[src/rtl/i2cPkg.sv]
`default_nettype none

package i2cPkg;

   // Fixed slave on the bus
   localparam logic [6:0] DEVICE_ADDRESS = 7'h3C;

   // Counter width of the bit timer, enough for 1023 clocks per bit
   localparam int TIMER_WIDTH = 10;

   // Direction bit appended to the device address
   localparam logic RW_WRITE = 1'b0;
   localparam logic RW_READ  = 1'b1;

   // Level of SDA in an acknowledge slot
   localparam logic ACK  = 1'b0;
   localparam logic NACK = 1'b1; // Also the released line

   // Bus symbol requested for one bit period
   typedef enum logic [2:0]
   {
      SYM_IDLE,
      SYM_START,
      SYM_RESTART,
      SYM_DATA,
      SYM_STOP
   } symbolOp;

   // Kind of register access
   typedef enum logic
   {
      XFER_WRITE,
      XFER_READ
   } xferKind;

   // Sequencer states, one per stage of a transfer
   typedef enum logic [3:0]
   {
      S_IDLE,
      S_START,
      S_DEVW,    // Device address, write direction
      S_REG,     // Register address
      S_WDATA,
      S_RESTART,
      S_DEVR,    // Device address, read direction
      S_RDATA,
      S_STOP,
      S_DONE
   } seqState;

endpackage

`default_nettype wire

[src/rtl/i2cSymbolIf.sv]
`default_nettype none

interface i2cSymbolIf;
   import i2cPkg::*;

   symbolOp    symbol;       // Symbol of the current bit period
   logic       run;          // Bit timer enable
   logic       txBit;        // 1 releases SDA
   logic       quarter;
   logic       half;
   logic       threeQuarter;
   logic       periodEnd;
   logic       rxBit;        // SDA sampled at half
   logic       load;
   logic [7:0] loadByte;
   logic       byteEnd;      // Last cycle of the ack slot
   logic       ackBit;

   modport sequencer (output symbol, run, load, loadByte,
                      input periodEnd, byteEnd, ackBit);

   modport timer (input run, output quarter, half, threeQuarter, periodEnd);

   modport driver (input symbol, txBit, quarter, half, threeQuarter, periodEnd,
                   output rxBit);

   modport shifter (input load, loadByte, periodEnd, rxBit,
                    output txBit, byteEnd, ackBit);

endinterface

`default_nettype wire

[src/rtl/i2cSequencer.sv]
`default_nettype none

module i2cSequencer
(
   input  logic          CLOCK,
   input  logic          RESET,
   input  logic [1:0]    call,     // Bit 1 write, bit 0 read
   input  logic [7:0]    regAddr,
   input  logic [7:0]    wrData,
   input  logic [7:0]    rxByte,   // Received byte from the shifter
   output logic [7:0]    rdData,
   output logic          done,
   output logic          nack,
   i2cSymbolIf.sequencer bus
);
   import i2cPkg::*;

   seqState state;
   xferKind kind;
   logic    ackMissing;

   assign ackMissing = bus.ackBit != ACK;

   always_ff @(posedge CLOCK or negedge RESET)
   begin
      if (!RESET)
      begin
         state        <= S_IDLE;
         kind         <= XFER_WRITE;
         bus.symbol   <= SYM_IDLE;
         bus.run      <= 1'b0;
         bus.load     <= 1'b0;
         bus.loadByte <= '0;
         rdData       <= '0;
         done         <= 1'b0;
         nack         <= 1'b0;
      end
      else
      begin
         bus.load <= 1'b0;
         done     <= 1'b0;

         // Slave did not acknowledge an address or data byte
         if (bus.byteEnd && ackMissing && state != S_RDATA)
         begin
            nack       <= 1'b1;
            bus.symbol <= SYM_STOP;
            state      <= S_STOP;
         end
         else
         begin
            case (state)
               S_IDLE:
                  if (call != 2'b00)
                  begin
                     kind       <= call[1] ? XFER_WRITE : XFER_READ; // Write wins
                     nack       <= 1'b0;
                     bus.run    <= 1'b1;
                     bus.symbol <= SYM_START;
                     state      <= S_START;
                  end
               S_START:
                  if (bus.periodEnd)
                  begin
                     bus.symbol   <= SYM_DATA;
                     bus.load     <= 1'b1;
                     bus.loadByte <= {DEVICE_ADDRESS, RW_WRITE};
                     state        <= S_DEVW;
                  end
               S_DEVW:
                  if (bus.byteEnd)
                  begin
                     bus.load     <= 1'b1;
                     bus.loadByte <= regAddr;
                     state        <= S_REG;
                  end
               S_REG:
                  if (bus.byteEnd)
                  begin
                     if (kind == XFER_WRITE)
                     begin
                        bus.load     <= 1'b1;
                        bus.loadByte <= wrData;
                        state        <= S_WDATA;
                     end
                     else
                     begin
                        bus.symbol <= SYM_RESTART;
                        state      <= S_RESTART;
                     end
                  end
               S_WDATA:
                  if (bus.byteEnd)
                  begin
                     bus.symbol <= SYM_STOP;
                     state      <= S_STOP;
                  end
               S_RESTART:
                  if (bus.periodEnd)
                  begin
                     bus.symbol   <= SYM_DATA;
                     bus.load     <= 1'b1;
                     bus.loadByte <= {DEVICE_ADDRESS, RW_READ};
                     state        <= S_DEVR;
                  end
               S_DEVR:
                  if (bus.byteEnd)
                  begin
                     bus.load     <= 1'b1;
                     bus.loadByte <= 8'hFF; // SDA released, ack slot sends nack
                     state        <= S_RDATA;
                  end
               S_RDATA:
                  if (bus.byteEnd)
                  begin
                     rdData     <= rxByte;
                     bus.symbol <= SYM_STOP;
                     state      <= S_STOP;
                  end
               S_STOP:
                  if (bus.periodEnd)
                  begin
                     bus.symbol <= SYM_IDLE;
                     bus.run    <= 1'b0;
                     state      <= S_DONE;
                  end
               S_DONE:
               begin
                  done  <= 1'b1;
                  state <= S_IDLE;
               end
               default:
                  state <= S_IDLE;
            endcase
         end
      end
   end

   // One pulse per transfer
   doneSingle: assert property (@(posedge CLOCK) disable iff (!RESET)
      done |=> !done)
      else $error("done high for two cycles");

   // Bus symbols keep the bit-period grid of the timer
   symbolOnGrid: assert property (@(posedge CLOCK) disable iff (!RESET)
      !$stable(bus.symbol) |-> $past(bus.periodEnd) || $past(state) == S_IDLE)
      else $error("symbol changed inside a bit period");

endmodule

`default_nettype wire

[src/rtl/bitTimer.sv]
`default_nettype none

module bitTimer
#(
   parameter int BIT_CYCLES = 20
)
(
   input  logic      CLOCK,
   input  logic      RESET,
   i2cSymbolIf.timer bus
);
   import i2cPkg::*;

   localparam logic [TIMER_WIDTH-1:0] QUARTER_COUNT = TIMER_WIDTH'(BIT_CYCLES / 4);
   localparam logic [TIMER_WIDTH-1:0] HALF_COUNT    = TIMER_WIDTH'(BIT_CYCLES / 2);
   localparam logic [TIMER_WIDTH-1:0] THREE_COUNT   = TIMER_WIDTH'(3 * BIT_CYCLES / 4);
   localparam logic [TIMER_WIDTH-1:0] LAST_COUNT    = TIMER_WIDTH'(BIT_CYCLES - 1);

   logic [TIMER_WIDTH-1:0] count;

   if (BIT_CYCLES % 4 != 0 || BIT_CYCLES < 8 || BIT_CYCLES >= (1 << TIMER_WIDTH))
   begin : badBitCycles
      $error("BIT_CYCLES must be a multiple of 4 between 8 and 1023");
   end

   always_ff @(posedge CLOCK or negedge RESET)
   begin
      if (!RESET)
         count <= '0;
      else if (!bus.run)
         count <= '0; // Held at the period start while stopped
      else if (count == LAST_COUNT)
         count <= '0;
      else
         count <= count + 1'b1;
   end

   assign bus.quarter      = bus.run && count == QUARTER_COUNT;
   assign bus.half         = bus.run && count == HALF_COUNT;
   assign bus.threeQuarter = bus.run && count == THREE_COUNT;
   assign bus.periodEnd    = bus.run && count == LAST_COUNT;

   // Strobes follow each other a quarter period apart
   strobesInOrder: assert property (@(posedge CLOCK) disable iff (!RESET)
      bus.quarter |-> ##(BIT_CYCLES / 4) bus.half ##(BIT_CYCLES / 4) bus.threeQuarter
                      ##(BIT_CYCLES / 4 - 1) bus.periodEnd)
      else $error("phase strobes off the quarter grid");

endmodule

`default_nettype wire

[src/rtl/byteShifter.sv]
`default_nettype none

module byteShifter
(
   input  logic        CLOCK,
   input  logic        RESET,
   output logic [7:0]  rxByte,  // First eight samples of the byte
   i2cSymbolIf.shifter bus
);
   import i2cPkg::*;

   logic [8:0] txShift;   // Byte plus ack slot, MSB first
   logic [3:0] slot;
   logic       busy;
   logic       lastSlot;

   assign lastSlot = slot == 4'd8;

   // Slot tracking
   always_ff @(posedge CLOCK or negedge RESET)
   begin
      if (!RESET)
      begin
         busy <= 1'b0;
         slot <= '0;
      end
      else if (bus.load)
      begin
         busy <= 1'b1;
         slot <= '0;
      end
      else if (busy && bus.periodEnd)
      begin
         if (lastSlot)
            busy <= 1'b0;
         else
            slot <= slot + 1'b1;
      end
   end

   // Data path, rxBit already holds the sample taken at half
   always_ff @(posedge CLOCK)
   begin
      if (bus.load)
         txShift <= {bus.loadByte, NACK};
      else if (bus.periodEnd)
      begin
         txShift <= {txShift[7:0], 1'b1};
         if (busy && !lastSlot)
            rxByte <= {rxByte[6:0], bus.rxBit};
      end
   end

   assign bus.txBit   = busy ? txShift[8] : 1'b1; // Released between bytes
   assign bus.byteEnd = busy && bus.periodEnd && lastSlot;
   assign bus.ackBit  = bus.rxBit; // Ninth sample at byteEnd

endmodule

`default_nettype wire

[src/rtl/lineDriver.sv]
`default_nettype none

module lineDriver
(
   input  logic       CLOCK,
   input  logic       RESET,
   output logic       SCL,
   output logic       sdaLow,   // Pulls the open-drain SDA line low
   input  logic       sdaIn,
   i2cSymbolIf.driver bus
);
   import i2cPkg::*;

   logic [1:0] sdaSync;
   logic       firstQuarter;
   logic       early;         // Before the quarter strobe

   assign early = firstQuarter && !bus.quarter;

   always_ff @(posedge CLOCK or negedge RESET)
   begin
      if (!RESET)
      begin
         sdaSync      <= 2'b11;
         firstQuarter <= 1'b1;
         bus.rxBit    <= 1'b1;
         SCL          <= 1'b1;
         sdaLow       <= 1'b0;
      end
      else
      begin
         sdaSync <= {sdaSync[0], sdaIn};
         if (bus.half)
            bus.rxBit <= sdaSync[1];

         if (bus.symbol == SYM_IDLE || bus.periodEnd)
            firstQuarter <= 1'b1;
         else if (bus.quarter)
            firstQuarter <= 1'b0;

         case (bus.symbol)
            SYM_START, SYM_RESTART:
            begin
               if (early)
                  sdaLow <= 1'b0;
               if (bus.quarter)
                  SCL <= 1'b1;
               if (bus.half)
                  sdaLow <= 1'b1;   // SDA falls while SCL high
            end
            SYM_DATA:
            begin
               // SCL goes low first, SDA follows a cycle later
               if (early)
               begin
                  if (SCL)
                     SCL <= 1'b0;
                  else
                     sdaLow <= ~bus.txBit;
               end
               if (bus.quarter)
                  SCL <= 1'b1;
               if (bus.threeQuarter)
                  SCL <= 1'b0;
            end
            SYM_STOP:
            begin
               if (early)
                  sdaLow <= 1'b1;
               if (bus.quarter)
                  SCL <= 1'b1;
               if (bus.threeQuarter)
                  sdaLow <= 1'b0;   // SDA rises while SCL high
            end
            default:
            begin
               SCL    <= 1'b1;
               sdaLow <= 1'b0;
            end
         endcase
      end
   end

endmodule

`default_nettype wire

[src/rtl/i2cRegisterMaster.sv]
`default_nettype none

module i2cRegisterMaster
#(
   parameter int BIT_CYCLES = 20   // Clocks per bit period
)
(
   input  logic       CLOCK,
   input  logic       RESET,
   input  logic [1:0] call,
   input  logic [7:0] regAddr,
   input  logic [7:0] wrData,
   output logic [7:0] rdData,
   output logic       done,
   output logic       nack,
   output logic       SCL,
   output logic       sdaLow,
   input  logic       sdaIn
);

   i2cSymbolIf bus ();

   logic [7:0] rxByte;

   i2cSequencer i2cSequencer_inst
   (
      .CLOCK   (CLOCK),
      .RESET   (RESET),
      .call    (call),
      .regAddr (regAddr),
      .wrData  (wrData),
      .rxByte  (rxByte),
      .rdData  (rdData),
      .done    (done),
      .nack    (nack),
      .bus     (bus.sequencer)
   );

   bitTimer
   #(
      .BIT_CYCLES (BIT_CYCLES)
   )
   bitTimer_inst
   (
      .CLOCK (CLOCK),
      .RESET (RESET),
      .bus   (bus.timer)
   );

   byteShifter byteShifter_inst
   (
      .CLOCK  (CLOCK),
      .RESET  (RESET),
      .rxByte (rxByte),
      .bus    (bus.shifter)
   );

   // Open-drain pad is formed outside
   lineDriver lineDriver_inst
   (
      .CLOCK  (CLOCK),
      .RESET  (RESET),
      .SCL    (SCL),
      .sdaLow (sdaLow),
      .sdaIn  (sdaIn),
      .bus    (bus.driver)
   );

endmodule

`default_nettype wire

[config.mk]
export PLATFORM = sky130hd
export DESIGN_NAME = i2cRegisterMaster
export DESIGN_NICKNAME = d
export VERILOG_FILES = /design/src/rtl/i2cPkg.sv /design/src/rtl/i2cSymbolIf.sv /design/src/rtl/i2cSequencer.sv /design/src/rtl/bitTimer.sv /design/src/rtl/byteShifter.sv /design/src/rtl/lineDriver.sv /design/src/rtl/i2cRegisterMaster.sv
export SDC_FILE = /design/constraint.sdc
export NUM_CORES = 1
export LEC_CHECK = 0
export BUFFER_PORTS_ARGS = -buffer_cell sky130_fd_sc_hd__buf_2
export CORE_UTILIZATION = 40
export DETAILED_ROUTE_END_ITERATION = 6
export SLEW_MARGIN = 15
export SYNTH_ARGS = -nofsm -noshare
export SYNTH_HDL_FRONTEND = slang
export SYNTH_SLANG_ARGS = --single-unit
export TNS_END_PERCENT = 5
[constraint.sdc]
create_clock -name CLOCK -period 2.22 [get_ports CLOCK]
set_input_delay 0.444 -clock CLOCK [delete_from_list [all_inputs] [get_ports CLOCK]]
set_output_delay 0.444 -clock CLOCK [all_outputs]
set_load 0.05 [all_outputs]
==> run summary <==
The final number of setup-violating endpoints came out at 0. The element type at the critical path end is a flop. The flow ran to the end, and the final reports show no timing, DRC or antenna violations. The area of the core came out at 7810 um^2. The total overflow left after global routing is 0. The number of global-route vias before repair was 2,452.

The clock latency on the worst-skew pair is 350 ps. The worst stage delay on the critical path came out at 600 ps. The sum of net half-perimeters after detailed placement is 4850 um.

The data arrival time of the critical path came out at 2420 ps. In the routed layout, each cell is associated on average with a via count of 5.24. For this design, the CTS-stage hold fixing added 0 buffers.

The library cell used most frequently in the layout, excluding fill and tap cells, is sky130_fd_sc_hd__dfrtp_1. The flip-flop and latch area came out at 1710 um^2. The average wire per standard cell is 14.2 um. The placement-stage cell area is 3840 um^2. The portion of the clock cycle consumed by the worst path in the final layout came out at 98.5%. The cell area after synthesis is 3270 um^2. The buffer cell driving the clock tree root is sky130_fd_sc_hd__clkbuf_8.

For the finished layout, the period the worst path requires is 2190 ps. The final critical-path setup slack is 32.4 ps. The highest clock rate is 457 MHz. The area of all placed cells without fillers came out at 4120 um^2. Of all flip-flops after synthesis, the portion carrying an async set or reset was 75.4%. The number of H-tree levels came out at 3. The last weighted congestion value of the routability-driven placer is 0.774. Fill cells in the final layout number 719.

The average cell area after synthesis came out at 10.9 um^2. The number of clock buffers added by TritonCTS is 9. For this block, the routed nets add up to 6770 um of wire. The cell area power density came out at 607 nW/um^2.

The layout-stage area growth over the synthesis result is 26.0%. The clock transition at the registers of the reported paths is 80 ps. TritonCTS built the clock tree. The worst setup path is of the reg2reg kind. The worst pin sits at a relative slew slack of 63.0%.

The number of distinct library cells after synthesis came out at 60. Once detail routing completed, the nets flagged for antenna violations numbered 0. The class of the most critical hold timing path is in2async. The number of max-capacitance violations reported came out at 0. Pin placement for this block handled 33 I/O pins. The number of iterations in the first detailed-routing pass came out at 4.

The worst-case IR drop observed on VDD is 0.263 mV. The initial standard-cell utilization of the core is 41.9%. The longest clock path from root to sink contains 2 buffers. The pin slew with the least headroom to its limit is 554 ps.

The number of antenna violations at the first check in global routing came out at 0. The pin count of the biggest net entering global routing came out at 20. The tree built by TritonCTS fans out to 65 sinks. STA classifies the critical path startpoint as a flop. The number of placement rows is 32. The combined buffer and inverter count along the critical path is 1. The die covers 8550 um^2. For this design, the slowest cell found on the critical path is sky130_fd_sc_hd__or4b_4. The final-report hold violation count is 0. The final count of pins violating max slew is 0. The total leakage power is 1.82 nW. Counting flops with a built-in enable in the synthesized netlist gives 16. The top fanout value on the critical path came out at 8. The horizontal die dimension is 92.5 um. The most used flip-flop cell after synthesis is sky130_fd_sc_hd__dfrtp_1. The pre-CTS setup slack is -147 ps. Traced cell by cell, the critical path runs through or4b_4 > or4_4 > nor2_4 > buf_12 > mux2_2. In this run the tool buffered the top-level ports with 32 buffer cells. In the layout the commonest cells are sky130_fd_sc_hd__dfrtp_1 (44), sky130_fd_sc_hd__buf_4 (37), sky130_fd_sc_hd__buf_2 (32), sky130_fd_sc_hd__nor2_1 (24), sky130_fd_sc_hd__mux2_2 (24). After synthesis the netlist holds a flip-flop and latch count of 65. The share of layout cells above drive strength 1 is 35.6%.

The overall via count from detail_route is 2,495. The number of synthesis warnings is 0. The floorplan step set the die height to 92.5 um. Synthesis produced a netlist with a net count of 327.

Global routing consumed, over all layers together, 18.0% of the routing resources. The final setup skew came out at 8.20 ps. The starting DRC count in detailed routing came out at 74.

The gate count of the mapped netlist is 301. In this design, the largest share of critical-path delay is due to simple AND/OR/NAND/NOR gates. The post-route DRC violation count came out at 0. The first global-routing pass estimated 11,800 um of wire. At the end of the flow, the number of nets in the layout was 395. The sequential element share of the synthesized area is 52.3%.

The repair_antennas step left the layout with diodes totalling 0. Setup repair after global routing could not meet its margin everywhere. In the final layout, the multi-input gates occupy 1510 um^2.

The required time reported for the critical path endpoint came out at 2450 ps.
stage by stage:
step	hold slack, ps	cells	TNS (ps)	power [mW]	utilization [%]
after floorplan	148	301	-3130	1.25	-
after global placement	350	460	-1140	1.29	49.2
after detailed placement	349	460	-1320	1.30	49.2
after CTS	14.3	476	0	2.54	52.5
after global routing	43.2	476	-237	2.58	52.8
final	12.5	476	0	2.50	52.8
report_power, final:
group	switching, mW	internal [mW]	total [mW]
logic	0.0257	0.0169	0.0426
registers	0.00239	1.22	1.23
clock network	0.481	0.752	1.23
worst reg2reg max path, cell delays in order, from the launching register on:
cell and delay [ps]:
sky130_fd_sc_hd__dfrtp_1 370, sky130_fd_sc_hd__or4b_4 600, sky130_fd_sc_hd__or4_4 530, sky130_fd_sc_hd__nor2_4 120
sky130_fd_sc_hd__buf_12 130, sky130_fd_sc_hd__mux2_2 330
layer usage:
metal / global-route usage [%] / share of wire [%] / vias to the layer above
li1: - / - / 1227
met4: 7.03 / 1.8 / 0
met3: 5.09 / 3.8 / 9
met5: 0 / 0 / -
met1: 24.8 / 48 / 1208
met2: 26.8 / 46 / 51
final timing paths:
path,slack (ps),depth (start not counted),start,endpoint
worst max-delay path,30,5,bitTimer_inst.count[6]$_DFF_PN0_,i2cSequencer_inst.rdData[5]$_DFFE_PN0P_
worst min-delay path,10,1,RESET,byteShifter_inst.slot[2]$_DFFE_PN0P_
worst max register to register,30,5,bitTimer_inst.count[6]$_DFF_PN0_,i2cSequencer_inst.rdData[5]$_DFFE_PN0P_
worst min register to register,360,0,lineDriver_inst.sdaSync[0]$_DFF_PN1_,lineDriver_inst.sdaSync[1]$_DFF_PN1_
max in group asynchronous,1550,2,RESET,lineDriver_inst.firstQuarter$_DFFE_PN1P_
min in group CLOCK,190,1,sdaIn,lineDriver_inst.sdaSync[0]$_DFF_PN1_
cells in the mapped netlist (all sizes together) (6+ instances only):
cell | count | area [um^2]
nand2 | 22 | 85.1
dfrtp | 44 | 1100
o21ai | 12 | 60.1
nor4 | 6 | 43.8
a21oi | 9 | 45.0
nor2 | 25 | 96.4
xor2 | 8 | 70.1
clkbuf | 12 | 45.0
nand3 | 6 | 30.0
mux2 | 24 | 270
nor3 | 14 | 86.3
edfxtp | 16 | 480
inv | 12 | 45.0
mux2i | 7 | 70.1
cells by family (layout without fill, tap and decap cells):
group | count (synthesis) | in the layout | share of synthesized area (%)
mux | 31 | 31 | 10.4
simple gates | 111 | 111 | 18.8
flops | 65 | 65 | 52.3
buf+inv | 27 | 100 | 3.13
compound gates | 49 | 49 | 9.94
xor+xnor | 13 | 13 | 3.48
fa+ha+maj | 5 | 5 | 1.91
sequential cells by signal, indices dropped and copies added (netlist names), 2 cells and up:
signal and cells:
i2cSequencer_inst.rdData 8, i2cSequencer_inst.bus.loadByte 8, i2cSequencer_inst.bus.symbol 3, byteShifter_inst.txShift 8, bitTimer_inst.count 10, i2cSequencer_inst.state 4
lineDriver_inst.sdaSync 2, byteShifter_inst.rxByte 8, byteShifter_inst.slot 4
area by class of cell:
cell class / instances / area share [%]
multi-input cells: 209 / 36.7
clock buffers: 10 / 3.10
repair buffers: 71 / 11.6
inverters: 13 / 1.18
clock inverters: 6 / 2.79
well taps: 102 / 3.10
flip-flops and latches: 65 / 41.5
timing repair:
action	in CTS	in global routing
pin swaps	2	5
resized for setup	3	4
endpoints found under the setup margin	18	23
setup buffers	0	0
(Power assumes the default switching activity.)
